## config.mk

```make
export PLATFORM = sky130hd
export DESIGN_NAME = noc_bridge
export DESIGN_NICKNAME = d
export VERILOG_FILES = /design/src/hw/noc_pkg.sv /design/src/hw/noc_cmd_parser.sv /design/src/hw/noc_resp_fifo.sv /design/src/hw/noc_resp_serializer.sv /design/src/hw/noc_bridge.sv
export VERILOG_INCLUDE_DIRS = /design/src /design/src/hw
export SDC_FILE = /design/constraint.sdc
export NUM_CORES = 1
export LEC_CHECK = 0
export BUFFER_PORTS_ARGS = -buffer_cell sky130_fd_sc_hd__buf_2
export CAP_MARGIN = 20
export CORE_MARGIN = 3
export CORE_UTILIZATION = 48
export CTS_CLUSTER_SIZE = 25
export DETAILED_ROUTE_END_ITERATION = 10
export PLACE_DENSITY = 0.74
export REMOVE_ABC_BUFFERS = 1
export SLEW_MARGIN = 10
export SYNTH_ARGS = -nofsm -noshare
export SYNTH_HDL_FRONTEND = slang
export SYNTH_HIERARCHICAL = 1
export SYNTH_SLANG_ARGS = --single-unit
```

## constraint.sdc

```tcl
create_clock -name c -period 11.9 [get_ports c]
set_input_delay 1.785 -clock c [delete_from_list [all_inputs] [get_ports c]]
set_output_delay 1.785 -clock c [all_outputs]
set_load 0.01 [all_outputs]
```

## src/hw/noc_params.svh

```systemverilog
`ifndef NOC_PARAMS_SVH
`define NOC_PARAMS_SVH

// request opcodes, first byte with cmd_w high
`define NOC_OP_READ     8'h23
`define NOC_OP_WRITE    8'h63

// closes every read response, sent with cmd_r high
`define NOC_END_CODE    8'hE0

// response queue entries
`define NOC_FIFO_DEPTH  4

// a read covers at most three words
`define NOC_MAX_WORDS   3

// byte step between words of one read
`define NOC_WORD_STRIDE 32'd4

`endif

```

## src/hw/noc_pkg.sv

```systemverilog
`default_nettype none

`include "noc_params.svh"

package noc_pkg;

    // response kinds, values double as the header byte on the response port
    typedef enum logic [7:0] {
        RESP_READ  = 8'h40,
        RESP_WRITE = 8'h80
    } resp_kind_e;

    // one finished command, as queued between parser and serializer
    // word 0 sits first, i.e. in the top bits
    typedef struct packed {
        resp_kind_e                          kind;   // header byte
        logic [7:0]                          src_id; // echoed back to requester
        logic [7:0]                          len;    // read length in bytes
        logic [0:`NOC_MAX_WORDS-1][31:0]     words;  // read data, unused for writes
    } resp_entry_t;

endpackage

`default_nettype wire

```

## src/hw/noc_cmd_parser.sv

```systemverilog
`timescale 1ns/1ps
`default_nettype none

`include "noc_params.svh"

module noc_cmd_parser
    import noc_pkg::*;
(
    input  wire logic        c,
    input  wire logic        rst,
    input  wire logic        cmd_w,
    input  wire logic [7:0]  data_w,
    input  wire logic [31:0] data_rd,
    input  wire logic        full,
    output logic             sel,
    output logic             rw,
    output logic [31:0]      addr,
    output logic [31:0]      data_wr,
    output logic             push,
    output resp_entry_t      entry
);

    // wide enough to count up to NOC_MAX_WORDS
    localparam int CW = $clog2(`NOC_MAX_WORDS + 1);

    typedef enum logic [2:0] {
        S_IDLE,
        S_SRC,
        S_ADDR,
        S_LEN,
        S_WDATA,
        S_READ,
        S_PUSH
    } state_e;

    state_e       state;
    logic [1:0]   bcnt;      // byte position inside addr / data
    logic [31:0]  addr_sh;   // address bytes, lsb first
    logic [31:0]  data_sh;   // write data bytes, lsb first
    logic         rd_pend;   // a read strobe went out last cycle
    logic [CW-1:0] nwords;   // words in the current read
    logic [CW-1:0] iss_idx;  // word index on the bus right now
    logic [CW-1:0] cap_idx;  // next word slot to fill
    resp_entry_t  entry_q;

    logic         op_ok;

    // only the two known opcodes start a command
    assign op_ok = cmd_w && (data_w == `NOC_OP_READ || data_w == `NOC_OP_WRITE);

    // control path and bus strobes
    always_ff @(posedge c or posedge rst) begin
        if (rst) begin
            state   <= S_IDLE;
            sel     <= 1'b0;
            rw      <= 1'b0;
            addr    <= '0;
            data_wr <= '0;
            rd_pend <= 1'b0;
            bcnt    <= '0;
            nwords  <= '0;
            iss_idx <= '0;
            cap_idx <= '0;
        end else begin
            sel     <= 1'b0;         // strobes are single cycle unless re-armed
            rw      <= 1'b0;
            rd_pend <= sel && !rw;   // slave answers one cycle after a read strobe
            case (state)
                S_IDLE: begin
                    if (op_ok) begin
                        state <= S_SRC;
                    end
                end
                S_SRC: begin
                    bcnt  <= '0;
                    state <= S_ADDR;
                end
                S_ADDR: begin
                    bcnt <= bcnt + 2'd1;
                    if (bcnt == 2'd3) begin
                        state <= S_LEN;
                    end
                end
                S_LEN: begin
                    if (entry_q.kind == RESP_WRITE) begin
                        // length byte of a write is just skipped
                        bcnt  <= '0;
                        state <= S_WDATA;
                    end else begin
                        // first word read goes out on the next cycle
                        sel     <= 1'b1;
                        addr    <= addr_sh;
                        nwords  <= (data_w[3:2] == 2'd0) ? CW'(1) : CW'(data_w[3:2]);
                        iss_idx <= '0;
                        cap_idx <= '0;
                        state   <= S_READ;
                    end
                end
                S_WDATA: begin
                    bcnt <= bcnt + 2'd1;
                    if (bcnt == 2'd3) begin
                        sel     <= 1'b1;
                        rw      <= 1'b1;
                        addr    <= addr_sh;
                        data_wr <= {data_w, data_sh[31:8]};
                        state   <= S_PUSH;   // push lands with the strobe
                    end
                end
                S_READ: begin
                    // back to back reads, stride apart
                    if (sel && (iss_idx + CW'(1) < nwords)) begin
                        sel     <= 1'b1;
                        addr    <= addr + `NOC_WORD_STRIDE;
                        iss_idx <= iss_idx + CW'(1);
                    end
                    if (rd_pend) begin
                        cap_idx <= cap_idx + CW'(1);
                        if (cap_idx == nwords - CW'(1)) begin
                            state <= S_PUSH;    // last word in hand
                        end
                    end
                end
                S_PUSH: begin
                    // hold here while the queue has no room
                    if (!full) begin
                        state <= S_IDLE;
                    end
                end
                default: begin
                    state <= S_IDLE;
                end
            endcase
        end
    end

    // payload capture
    always_ff @(posedge c) begin
        if (state == S_IDLE && op_ok) begin
            entry_q.kind <= (data_w == `NOC_OP_WRITE) ? RESP_WRITE : RESP_READ;
        end
        if (state == S_SRC) begin
            entry_q.src_id <= data_w;
        end
        if (state == S_ADDR) begin
            addr_sh <= {data_w, addr_sh[31:8]};   // lsb arrives first
        end
        if (state == S_LEN) begin
            entry_q.len <= data_w;
        end
        if (state == S_WDATA) begin
            data_sh <= {data_w, data_sh[31:8]};
        end
        if (state == S_READ && rd_pend) begin
            entry_q.words[cap_idx] <= data_rd;
        end
    end

    assign push  = (state == S_PUSH) && !full;
    assign entry = entry_q;

endmodule

`default_nettype wire

```

## src/hw/noc_resp_fifo.sv

```systemverilog
`timescale 1ns/1ps
`default_nettype none

module noc_resp_fifo
    import noc_pkg::*;
#(
    parameter int depth = 4
) (
    input  wire logic        c,
    input  wire logic        rst,
    input  wire logic        push,
    input  wire resp_entry_t din,
    input  wire logic        pop,
    output resp_entry_t      dout,
    output logic             full,
    output logic             empty
);

    localparam int AW = (depth > 1) ? $clog2(depth) : 1;
    localparam int NW = $clog2(depth + 1);

    resp_entry_t   mem [depth];
    logic [AW-1:0] wr_ptr;
    logic [AW-1:0] rd_ptr;
    logic [NW-1:0] count;   // entries held
    logic          wr_en;
    logic          rd_en;

    assign wr_en = push && !full;    // writes into a full queue are dropped
    assign rd_en = pop && !empty;
    assign full  = (count == NW'(depth));
    assign empty = (count == '0);

    always_ff @(posedge c or posedge rst) begin
        if (rst) begin
            wr_ptr <= '0;
            rd_ptr <= '0;
            count  <= '0;
        end else begin
            if (wr_en) begin
                wr_ptr <= (wr_ptr == AW'(depth - 1)) ? '0 : wr_ptr + AW'(1);
            end
            if (rd_en) begin
                rd_ptr <= (rd_ptr == AW'(depth - 1)) ? '0 : rd_ptr + AW'(1);
            end
            case ({wr_en, rd_en})
                2'b10:   count <= count + NW'(1);
                2'b01:   count <= count - NW'(1);
                default: count <= count;   // both or neither
            endcase
        end
    end

    // storage and registered read port
    always_ff @(posedge c) begin
        if (wr_en) begin
            mem[wr_ptr] <= din;
        end
        if (rd_en) begin
            dout <= mem[rd_ptr];   // valid the cycle after pop
        end
    end

endmodule

`default_nettype wire

```

## src/hw/noc_resp_serializer.sv

```systemverilog
`timescale 1ns/1ps
`default_nettype none

`include "noc_params.svh"

module noc_resp_serializer
    import noc_pkg::*;
(
    input  wire logic        c,
    input  wire logic        rst,
    input  wire logic        empty,
    input  wire resp_entry_t dout,
    output logic             pop,
    output logic             cmd_r,
    output logic [7:0]       data_r
);

    typedef enum logic {
        S_IDLE,
        S_SEND
    } state_e;

    state_e      state;
    logic [7:0]  bidx;       // index of the byte going out next
    logic [7:0]  last_idx;   // index of the final byte of this response
    logic [7:0]  byte_k;     // offset into the read data
    logic [31:0] word_sel;
    logic [7:0]  nxt_byte;
    logic        nxt_cmd;

    // one entry in flight at a time
    assign pop = (state == S_IDLE) && !empty;

    // write: header, id
    // read: header, id, len, data, end code
    assign last_idx = (dout.kind == RESP_WRITE) ? 8'd1 : dout.len + 8'd3;

    always_comb begin
        byte_k   = bidx - 8'd3;
        word_sel = dout.words[byte_k[3:2]];
        nxt_cmd  = 1'b0;
        if (bidx == 8'd0) begin
            nxt_byte = dout.kind;           // header, flagged
            nxt_cmd  = 1'b1;
        end else if (bidx == 8'd1) begin
            nxt_byte = dout.src_id;
        end else if (bidx == 8'd2) begin
            nxt_byte = dout.len;
        end else if (bidx == last_idx) begin
            nxt_byte = `NOC_END_CODE;       // only reached on reads
            nxt_cmd  = 1'b1;
        end else begin
            // word 0 first, lsb first within a word
            nxt_byte = word_sel[byte_k[1:0]*8 +: 8];
        end
    end

    always_ff @(posedge c or posedge rst) begin
        if (rst) begin
            state  <= S_IDLE;
            bidx   <= '0;
            cmd_r  <= 1'b0;
            data_r <= '0;
        end else begin
            cmd_r  <= 1'b0;   // quiet port between responses
            data_r <= '0;
            case (state)
                S_IDLE: begin
                    if (pop) begin
                        bidx  <= '0;
                        state <= S_SEND;   // dout is valid next cycle
                    end
                end
                S_SEND: begin
                    if (bidx > last_idx) begin
                        state <= S_IDLE;   // last byte already on the port
                    end else begin
                        cmd_r  <= nxt_cmd;
                        data_r <= nxt_byte;
                        bidx   <= bidx + 8'd1;
                    end
                end
                default: begin
                    state <= S_IDLE;
                end
            endcase
        end
    end

endmodule

`default_nettype wire

```

## src/hw/noc_bridge.sv

```systemverilog
`timescale 1ns/1ps
`default_nettype none

`include "noc_params.svh"

module noc_bridge
    import noc_pkg::*;
(
    input  wire logic        c,
    input  wire logic        rst,
    input  wire logic        cmd_w,
    input  wire logic [7:0]  data_w,
    input  wire logic [31:0] data_rd,
    output logic             cmd_r,
    output logic [7:0]       data_r,
    output logic             sel,
    output logic             rw,
    output logic [31:0]      addr,
    output logic [31:0]      data_wr
);

    // parser to queue
    logic        push;
    resp_entry_t entry;
    logic        full;

    // queue to serializer
    logic        pop;
    resp_entry_t dout;
    logic        empty;

    noc_cmd_parser u_parser (
        .c       (c),
        .rst     (rst),
        .cmd_w   (cmd_w),
        .data_w  (data_w),
        .data_rd (data_rd),
        .full    (full),
        .sel     (sel),
        .rw      (rw),
        .addr    (addr),
        .data_wr (data_wr),
        .push    (push),
        .entry   (entry)
    );

    noc_resp_fifo #(
        .depth (`NOC_FIFO_DEPTH)
    ) u_fifo (
        .c     (c),
        .rst   (rst),
        .push  (push),
        .din   (entry),
        .pop   (pop),
        .dout  (dout),
        .full  (full),
        .empty (empty)
    );

    noc_resp_serializer u_ser (
        .c      (c),
        .rst    (rst),
        .empty  (empty),
        .dout   (dout),
        .pop    (pop),
        .cmd_r  (cmd_r),
        .data_r (data_r)
    );

endmodule

`default_nettype wire

```

# Word level (Yosys, flattened, before mapping)
# Memories as Yosys holds them, arrays and structs flattened. A register that Yosys moved wholly into a read port is not among the register bits.
# Index checks and enable logic that the tools add are counted.
# op_classes
addsub,12
magnitude_cmp,5
n_eq_ne,31
shift,1
muxes,56
bitwise,4
n_reduce_logical,31
# op_table
cell,n
2-to-1 mux 32 bit,6
bitwise mux 96 bit,1
case mux 32 bit (3 select lines),1
2-to-1 mux 8 bit,10
binary-select mux 32 bit (select 2 bit),1
demux 32 bit (select 2 bit),1
"adder 32 x 3 -> 32 bit, second input constant",1
variable part select 32 x 6 -> 8 bit,1
case mux 3 bit (7 select lines),1
2-to-1 mux 3 bit,6
"equality test 8 bit, second input constant",2
case mux 8 bit (2 select lines),1
2-to-1 mux 1 bit,15
2-to-1 mux 2 bit,7
"inequality test 2 x 1 -> 1 bit, second input constant",7
"equality test 3 bit, second input constant",4
"adder 2 x 1 -> 2 bit, second input constant",5
logical AND 1 bit,10
"adder 8 x 1 -> 8 bit, second input constant",1
"adder 8 x 2 -> 8 bit, second input constant",1
"equality test 2 bit, second input constant",4
"equality test 8 x 1 -> 1 bit, second input constant",1
"equality test 8 x 2 -> 1 bit, second input constant",1
"equality test 8 x 6 -> 1 bit, second input constant",1
34 further kinds,51
# totals
regBits,287
mem_bits_rw,480
in_bits,43
output_inout_bits,75
mem_count,1
# memory_table
name,words,word_bits,rd,rd_clocked_by_memory_dff,write_ports,line_no,source
u_fifo.mem,4,120,1,1,1,noc_resp_fifo.sv:22,resp_entry_t mem [depth];

# Longest topological paths before layout
# Gate-level depths: netlist (run 1).
# depth
depth_word,12
ltp_mapped,13
depth_no_buf,12

# Modules after synthesis
# The synthesis (run 1) kept the hierarchy.
# by_module_without_submodules
mod,instances,cells_per_inst,area_each_um2,seq_area_each_um2
noc_resp_fifo,1,788,21396.8,18192.4
noc_cmd_parser,1,586,9247.6,7056.8
noc_resp_serializer,1,233,2277.2,450.4

# Worst setup path after synthesis (run 1)
# OpenSTA, ideal clock, no wires.
# synth_timing
kind,register to register
start,reg u_fifo.count[0]
end,reg u_fifo.count[2]
setup_ps,79
arrival_ps,4722
setup_slack_ps,7099
path_stages_with_launch,13
n_path_buf,1
cell_sequence,dfrtp_1 -> nor3_1 -> or2_2 -> clkbuf_1 -> inv_1 -> nand2b_1 -> inv_1 -> ha_1 -> inv_1 -> fa_1 -> xor2_1 -> nor2_1 -> xor2_1
# synth_via
elab_chain_cells,6
word_cells_on_any_way,14
classes_between,2 x add/sub; 3 x eq/ne; 1 x mux; 8 x reduce/logical
# synth_lines
item,line_no,source
start: declaration,noc_resp_fifo.sv:25,logic [NW-1:0] count;
start signal: assignment,noc_resp_fifo.sv:47,2'b10: count <= count + NW'(1);
start signal: assignment,noc_resp_fifo.sv:48,2'b01: count <= count - NW'(1);
start signal: assignment,noc_resp_fifo.sv:49,default: count <= count;
logical NOT 3 bit (*),noc_resp_fifo.sv:32,assign empty = (count == '0);
net empty,noc_bridge.sv:30,logic empty;
logical NOT 1 bit (*),noc_resp_serializer.sv:32,assign pop = (state == S_IDLE) && !empty;
logical AND 1 bit (*),noc_resp_serializer.sv:32,
net pop,noc_bridge.sv:28,logic pop;
logical AND 1 bit (*),noc_resp_fifo.sv:30,assign rd_en = pop && !empty;
net u_fifo.rd_en,noc_resp_fifo.sv:27,logic rd_en;
equality test 2 x 1 -> 1 bit / equality test 2 bit (equally long branches),noc_resp_fifo.sv:46,"case ({wr_en, rd_en})"
case mux 3 bit (2 select lines) / nonzero test 2 bit (equally long branches),--,
# The timed path passes the listed nets; every way through them passes the cells marked *.
# A chain may end at the register's enable or synchronous reset.

# Final worst setup path (run 1)
# layout_timing
start,reg u_ser.bidx[0]
end,reg u_ser.data_r[5]
# layout_via
elab_chain_cells,12
word_cells_on_any_way,17
classes_between,1 x add/sub; 1 x order compare; 3 x eq/ne; 1 x shift; 9 x mux; 1 x bitwise; 1 x reduce/logical
# layout_lines
item,line_no,source
start: declaration,noc_resp_serializer.sv:24,logic [7:0] bidx;
start signal: assignment,noc_resp_serializer.sv:80,bidx <= bidx + 8'd1;
subtractor 4 x 2 -> 4 bit,noc_resp_serializer.sv:39,byte_k = bidx - 8'd3;
NOT 2 -> 3 bit (not written as such),noc_resp_serializer.sv:40,word_sel = dout.words[byte_k[3:2]];
binary-select mux 32 bit (select 2 bit),noc_resp_serializer.sv:40,
2-to-1 mux 32 bit (not written as such) (2 in a row),noc_resp_serializer.sv:40,
variable part select 32 x 6 -> 8 bit,noc_resp_serializer.sv:54,nxt_byte = word_sel[byte_k[1:0]*8 +: 8];
2-to-1 mux 8 bit,noc_resp_serializer.sv:49,end else if (bidx == last_idx) begin
2-to-1 mux 8 bit,noc_resp_serializer.sv:47,end else if (bidx == 8'd2) begin
2-to-1 mux 8 bit,noc_resp_serializer.sv:45,end else if (bidx == 8'd1) begin
2-to-1 mux 8 bit,noc_resp_serializer.sv:42,if (bidx == 8'd0) begin
2-to-1 mux 8 bit (*),noc_resp_serializer.sv:75,if (bidx > last_idx) begin
2-to-1 mux 8 bit (*),noc_resp_serializer.sv:67,case (state)
end signal: assignment,noc_resp_serializer.sv:79,data_r <= nxt_byte;
end: declaration,noc_resp_serializer.sv:15,output logic [7:0] data_r
# Mark *: on every way between the ends. The rest lies on a longest branch, timed or not. The select of a mux whose other input is x is not followed.

==> metrics list, run 1 <==
- Worst IR Drop VDD: 0.000157 V
- Once detail routing completed, the nets flagged for antenna violations numbered 0.
- Most frequent cells after synthesis: 770 x sky130_fd_sc_hd__edfxtp_1, 136 x sky130_fd_sc_hd__mux4_2, 103 x sky130_fd_sc_hd__dfrtp_1
- Post-synthesis register bit count: 873
* Total of endpoints with negative setup slack in the final report: 0
- Detailed-route DRC error count: 0
- Count leader, synth: sky130_fd_sc_hd__edfxtp_1
* Final sum of negative setup slack: 0 ns
* Root Driver: sky130_fd_sc_hd__clkbuf_16
- The first routing iteration left 1442 violations.
- Hold Path Class: reg2reg
* Delay of the slowest cell on the worst path: 1.14 ns
* Global route hottest layer: met2
- Number of placement rows: 95
- Ranked by total cell area, the synthesized netlist is headed by sky130_fd_sc_hd__edfxtp_1 70%, sky130_fd_sc_hd__mux4_2 9.3%, sky130_fd_sc_hd__dfrtp_1 7.8%, sky130_fd_sc_hd__mux2_2 1.3%, sky130_fd_sc_hd__ha_1 0.95%.
* Area occupied by multi-input gates: 6630 µm²
- Port buffering added 117 buffers.
* Endpoints failing hold: 0
- The netlist uses 84 different library cells.
- Post-DP HPWL: 37.1 mm
* Num CTS Buffers: 84
- Initial antenna violation count: 4
* Maximum frequency from static timing analysis: 244 MHz
- Areal power density over the cells: 236 nW/µm²
- For met3 alone, demand over resource in global routing was 0.0273.
- Arrival time reported for the critical path endpoint: 4.61 ns
- Share of synthesized flip-flops with an asynchronous set or reset: 0.118
- Measured on the finished design, the core utilization comes to 0.549.
* Count of TritonRoute iterations in the first routing pass: 5
- After layout, the worst setup slack is 7.79 ns.
- The die is 268 µm wide.
- Met1 track demand over resource: 0.245
* Final worst path period need: 4.11 ns
* Area of the die: 71800 µm²
* Critical path start-end classification: reg2reg
* Final GP Congestion: 0.858
* Global Route Usage Sum: 0.183
- Via count of the first global-routing pass: 16300
* Deepest clock path buffer count: 3
* Synthesized instance count: 1607
- Gates resized during post-CTS repair numbered 0.
- Dividing the detail-routed wire length by the instance count gives 23.8 µm.
- Entering global routing, the biggest net connects 72 pins.
* Clock latency on the worst-skew pair: 0.64 ns
* Clock tree from TritonCTS: done
- For this run, the register share of the synthesized area comes to 0.781.
- After the last flow step, the layout net total stands at 1832.
- Count of vias placed by the detailed router: 15600
- Starting density of the core: 0.488
- Each instance of the synthesized netlist takes up on average 20.5 µm².
* Top-Level Pins: 118
- Max-cap violations in this run came to 0.
* Core area: 67500 µm²
* Post-route worst hold slack: 0.446 ns
- For this run, the number of Yosys warnings is 6.
- Prior to clock tree synthesis, the placed netlist has a worst setup slack of 7.83 ns.
- # hold bufs at CTS: 0
* Required time reported for the critical path endpoint: 12.40 ns
* Vias per cell: 5.75
- Layout-stage area growth over the synthesis result: 12.7%
- Worst-path clk slew: 0.07 ns
* Max H-tree Level: 3
- Traced cell by cell, the critical path runs through buf_4 > inv_1 > ha_1 > inv_1 > a22oi_1 > o21ai_0 > a21oi_1.
* Filler Cells Inserted: 4999
- In the final layout, the share of cells above drive strength 1 is 0.256.
- Run status: completed
- Total grt overflow: 0
- The die is 268 µm tall.
- CP most frequent cell: sky130_fd_sc_hd__inv_1
- Worst Path Max Fanout: 31
- Post-synth EDFFs: 770
- Setup repair after global routing missed its margin: no
- Layout Skew: 0.0362 ns
* Max-slew violation count: 0
* Capturing element type of the critical path: register
- Summing every instance area after synthesis gives 32900 µm².
* Leakage power total: 12.6 nW
* Post-CTS setup buffers: 0
* Overall routed net length: 64.6 mm
- Kind of launch point of the worst setup path: register
- Tot Pwr: 8.74 mW
* Max stage delay cell, worst path: sky130_fd_sc_hd__ha_1
* Measured slew at the worst slew-check pin: 1.10 ns
- Area share of the largest cell type after synthesis: 0.702
- The biggest area contributor in the post-synthesis netlist is sky130_fd_sc_hd__edfxtp_1.
- The sequential cells in the finished layout cover a total of 25700 µm².
* Global-route wire length before repair: 99.1 mm
- Clock sinks: 873
* GR Layer Usage met2: 0.315
- In the finished design, the share of the clock period the worst path needs comes to 0.345.
- Among all flip-flop cells after synthesis, the most frequent one is sky130_fd_sc_hd__edfxtp_1.
- Relative slew margins: 0.265
[cells by family (layout without fill, tap and decap cells)]
| kind of cell | after synthesis | after routing | synth area share |
|---|---|---|---|
| flip-flops | 873 | 873 | 0.781 |
| AND/OR/NAND/NOR | 221 | 221 | 0.0354 |
| multiplexers | 189 | 189 | 0.114 |
| AO/OA/AOI/OAI | 181 | 181 | 0.0368 |
| buffers and inverters | 102 | 325 | 0.0191 |
| adder cells (fa/ha/maj) | 26 | 26 | 0.0101 |
| XOR/XNOR | 14 | 14 | 0.00429 |
| other | 1 | 8 | 0.000114 |
[report_power, final]
part	switching (mW)	total [mW]	internal, mW
sequential	0.345	4.19	3.84
clock	1.11	2.63	1.52
combinational	1.04	1.93	0.884
total	2.50	8.74	6.25
[cells in the final DEF (no fill, tap or decap), types with 18 or more instances in the layout]
master                      count
sky130_fd_sc_hd__nand2_1       61
sky130_fd_sc_hd__buf_2        117
sky130_fd_sc_hd__buf_4         18
sky130_fd_sc_hd__o21ai_0       31
sky130_fd_sc_hd__edfxtp_1     770
sky130_fd_sc_hd__ha_1          25
sky130_fd_sc_hd__dfrtp_1      101
sky130_fd_sc_hd__nor2_1        38
sky130_fd_sc_hd__mux2_2        38
sky130_fd_sc_hd__inv_1         26
sky130_fd_sc_hd__mux4_2       136
sky130_fd_sc_hd__clkbuf_16     86
sky130_fd_sc_hd__nand3_1       29
sky130_fd_sc_hd__a21oi_1       59
sky130_fd_sc_hd__clkbuf_1      20
[metrics by stage]
step           instances  cell area, µm²
2_1_floorplan       1540           32400
3_3_place_gp        2548           34300
3_5_place_dp        2549           34300
4_1_cts             2707           37100
5_1_grt             2709           37100
6_report            2710           37100
[area by class of cell]
class / instances / area share
flip-flops and latches: 873 / 0.693
diodes: 2 / 0.000135
well taps: 873 / 0.0294
repair buffers: 137 / 0.0203
multi-input cells: 637 / 0.179
inverters: 30 / 0.00310
clock buffers: 107 / 0.0604
clock inverters: 51 / 0.0147
[state kept, by name, summed over array words and instances (netlist names), 24 cells and up]
| signal | count |
|---|---|
| u_parser/data_wr | 32 |
| u_fifo/mem | 480 |
| u_parser/addr | 32 |
| u_parser/data_sh | 24 |
| u_fifo/dout | 120 |
| u_parser/entry | 114 |
| u_parser/addr_sh | 32 |
[critical path: cells and delay by family, from the launching register on]
| family | cells | cell delay [ns] |
|---|---|---|
| DFF | 1 | 0.32 |
| buffers and inverters | 3 | 1.40 |
| AOI/OAI and AO/OA | 3 | 1.06 |
| adders and majority gates | 1 | 1.14 |
[path summary, 6_finish.rpt]
kind	cells past startpoint	start	endpoint	slack, ns
max reg2reg	7	u_ser/bidx[0]	u_ser/data_r[5]	7.79
max	7	u_ser/bidx[0]	u_ser/data_r[5]	7.79
max in group asynchronous	3	rst	u_parser/cap_idx[1]	9.59
min reg2reg	0	u_parser/data_sh[28]	u_parser/data_sh[20]	0.45
min	0	u_parser/data_sh[28]	u_parser/data_sh[20]	0.45
min in group asynchronous	2	rst	u_parser/data_wr[23]	1.07
[metal layers]
metal  vias to the layer above  routed length, µm  share of wire
met5                         -                  0              0
met4                         0               1320          0.020
met3                        91               3790          0.059
met2                       488              33700           0.52
met1                      8178              25800           0.40
li1                       6838                  -              -
Note: power is estimated with default switching activity, not from simulation.
==> inputs of run 2 (changes only) <==
- clock period: 11.9 -> 3.9 ns (I/O delays scaled with it)
==> metrics list, run 2 (synthesized netlist as in run 1, its figures left out) <==
- The worst hold path belongs to the class in2reg.
- Met3 wire length: 3.85 mm
* Num CTS Buffers: 86
- Top register by number of flip-flops: u_fifo/mem
* Launch point of the worst path: u_fifo/dout[112]
- Placed Instance Area: 34500 µm²
- Filler Cells Inserted: 4924
- At the later pin of the worst-skew pair, clock insertion delay measures 0.64 ns.
* Setup repair after global routing missed its margin: no
* Areal power density over the cells: 722 nW/µm²
- At the end of routability-driven placement, the weighted congestion stood at 0.880.
- R2R Path End: u_ser/bidx[5]
- The largest individual stage delay along the critical path comes from the cell sky130_fd_sc_hd__o41a_1.
* Fin cells: 2727
- Along the worst path, the maximum fanout reaches 8.
* Layout Skew: 0.0471 ns
- Clock sinks: 873
- Total non-filler cell area in the finished layout: 37400 µm²
* Capturing element type of the critical path: register
* Residual antenna-violating net count after detailed routing: 0
- The first routing iteration left 1516 violations.
- The register with the most flip-flops in the layout has 480 of them.
- The critical path goes through nor4_1 > nand2_1 > nand2b_1 > ha_1 > nor2b_1 > o211ai_1 > a21oi_1 > o41a_1 > or4_1 > nand2_1.
- Based on the critical path, the design can be clocked at up to 329 MHz.
- For this block, wires on met1 add up to 26.3 mm.
* DP Cell Count: 2563
- Max-slew violation count: 0
- The tree is rooted in a sky130_fd_sc_hd__clkbuf_16.
- Counting buffers and inverters, the worst setup path is 10 cells deep.
- In the global route stage, overall resource usage came out at 0.182.
- Deepest clock path buffer count: 3
* Overall routed net length: 64.5 mm
- The final count of hold timing violations is 0.
* Detailed-route DRC error count: 0
* Fin crit share: 0.779
- Worst Setup EP: u_ser/bidx[5]
- Max capacitance violation total: 0
- Share of post-route cells with drive strength above 1: 0.262
* Post-route worst hold slack: 0.158 ns
- Routed length on met2: 32.6 mm
- Measured slew at the worst slew-check pin: 0.984 ns
- In this run the count of I/O pins placed on the die edge is 118.
- Run status: completed
- The critical path contains buffers and inverters numbering 0 combined.
- The number of global-route vias before repair is 16300.
- The analysis attributes to cell leakage a power of 12.8 nW.
* Worst IR Drop VDD: 0.000433 V
- Family of cells with the greatest summed delay on the critical path: simple AND/OR/NAND/NOR gates
- Initial antenna violation count: 4
- Vias per cell: 5.80
- CP most frequent cell: sky130_fd_sc_hd__nand2_1
- Global-route wire length before repair: 98.4 mm
- For this configuration, the core starts out at a cell density of 0.488.
* Clock tree from TritonCTS: done
- In the final routed layout, each cell accounts on average for 23.6 µm.
- Arrival time reported for the critical path endpoint: 3.60 ns
- Core area: 67500 µm²
- Entering global routing, the biggest net connects 121 pins.
- The final layout contains 1848 nets.
* Final worst path period need: 3.04 ns
* Kind of launch point of the worst setup path: register
- The H-tree was split into 3 levels.
- In this design, the stage delay of the slowest critical-path cell is 0.50 ns.
- Worst-path clk slew: 0.06 ns
* Number of placement rows: 95
- Most used cells in the layout excluding fill and tap cells: 770 x sky130_fd_sc_hd__edfxtp_1, 136 x sky130_fd_sc_hd__mux4_2, 117 x sky130_fd_sc_hd__buf_2
- The floorplan step defined a die boundary enclosing 71800 µm².
- In this run the top signal layer used is met5.
- Setup violations remaining at the end of the flow were counted as 0.
* Port buffer count: 117
- Worst R2R Path Depth: 10
- Critical path start-end classification: reg2reg
- Height of the die: 268 µm
* Start of the worst register-to-register path: u_fifo/dout[112]
- Summing internal, switching and leakage power gives 27.0 mW.
- In this run the register-to-register setup slack is 0.86 ns.
- The floorplan step set the die width to 268 µm.
- Post-DP HPWL: 37.9 mm
* Required time reported for the critical path endpoint: 4.46 ns
- Final core area utilization: 0.554
- After global routing the overflow that remains totals 0.
- Count of vias placed by the detailed router: 15800
- Relative slew margins: 0.338
* Layout-stage area growth over the synthesis result: 13.6%
- Before antenna repair, the detailed router went through 5 iterations.
- Leading cell type in the layout, fill and taps excluded: sky130_fd_sc_hd__edfxtp_1
[run 2: final cells by class]
cell class                 count  area [µm²]  share of cell area
clock buffer                 105        2270              0.0606
sequential                   873       25700               0.687
multi-input combinational    637        6630               0.177
timing repair buffer         151         993              0.0266
antenna                        2        5.00            0.000134
clock inverter                56         601              0.0161
tap                          873        1090              0.0292
inverter                      30         115             0.00308
[run 2: worst min-delay path by stage]
stage,startpoint,endpoint,slack [ns],depth (start not counted)
after floorplan,rst,u_fifo/count[0],0.39,1
after global placement,u_parser/data_sh[30],u_parser/data_sh[22],0.42,0
after detailed placement,u_parser/data_sh[17],u_parser/data_sh[9],0.43,0
after CTS,data_rd[23],u_parser/entry[55],0.12,1
after global routing,data_rd[4],u_parser/entry[36],0.14,1
final,data_rd[4],u_parser/entry[36],0.16,1
[run 2: metal layers]
layer | track usage | vias up
met2 | 0.299 | 523
met1 | 0.248 | 8300
met5 | 0 | -
li1 | - | 6870
met3 | 0.0326 | 120
met4 | 0.0632 | 4
[run 2: repair_timing]
action,in CTS,in global routing
setup endpoints to repair,0,0
hold endpoints to repair,7,0
hold buffers,1,0
setup buffers,0,0
gates resized for setup,0,0
[run 2: report_power, final]
group / internal [mW] / switching (mW)
registers: 11.7 / 1.02
logic: 2.74 / 3.25
clock network: 4.89 / 3.39
total: 19.3 / 7.65
[run 2: through the flow]
stage / TNS, ns / setup slack, ns
finish: 0 / 0.863
global route: 0 / 0.699
CTS: 0 / 0.899
detailed placement: 0 / 0.949
global placement: 0 / 0.915
floorplan: -503.34 / -1.80
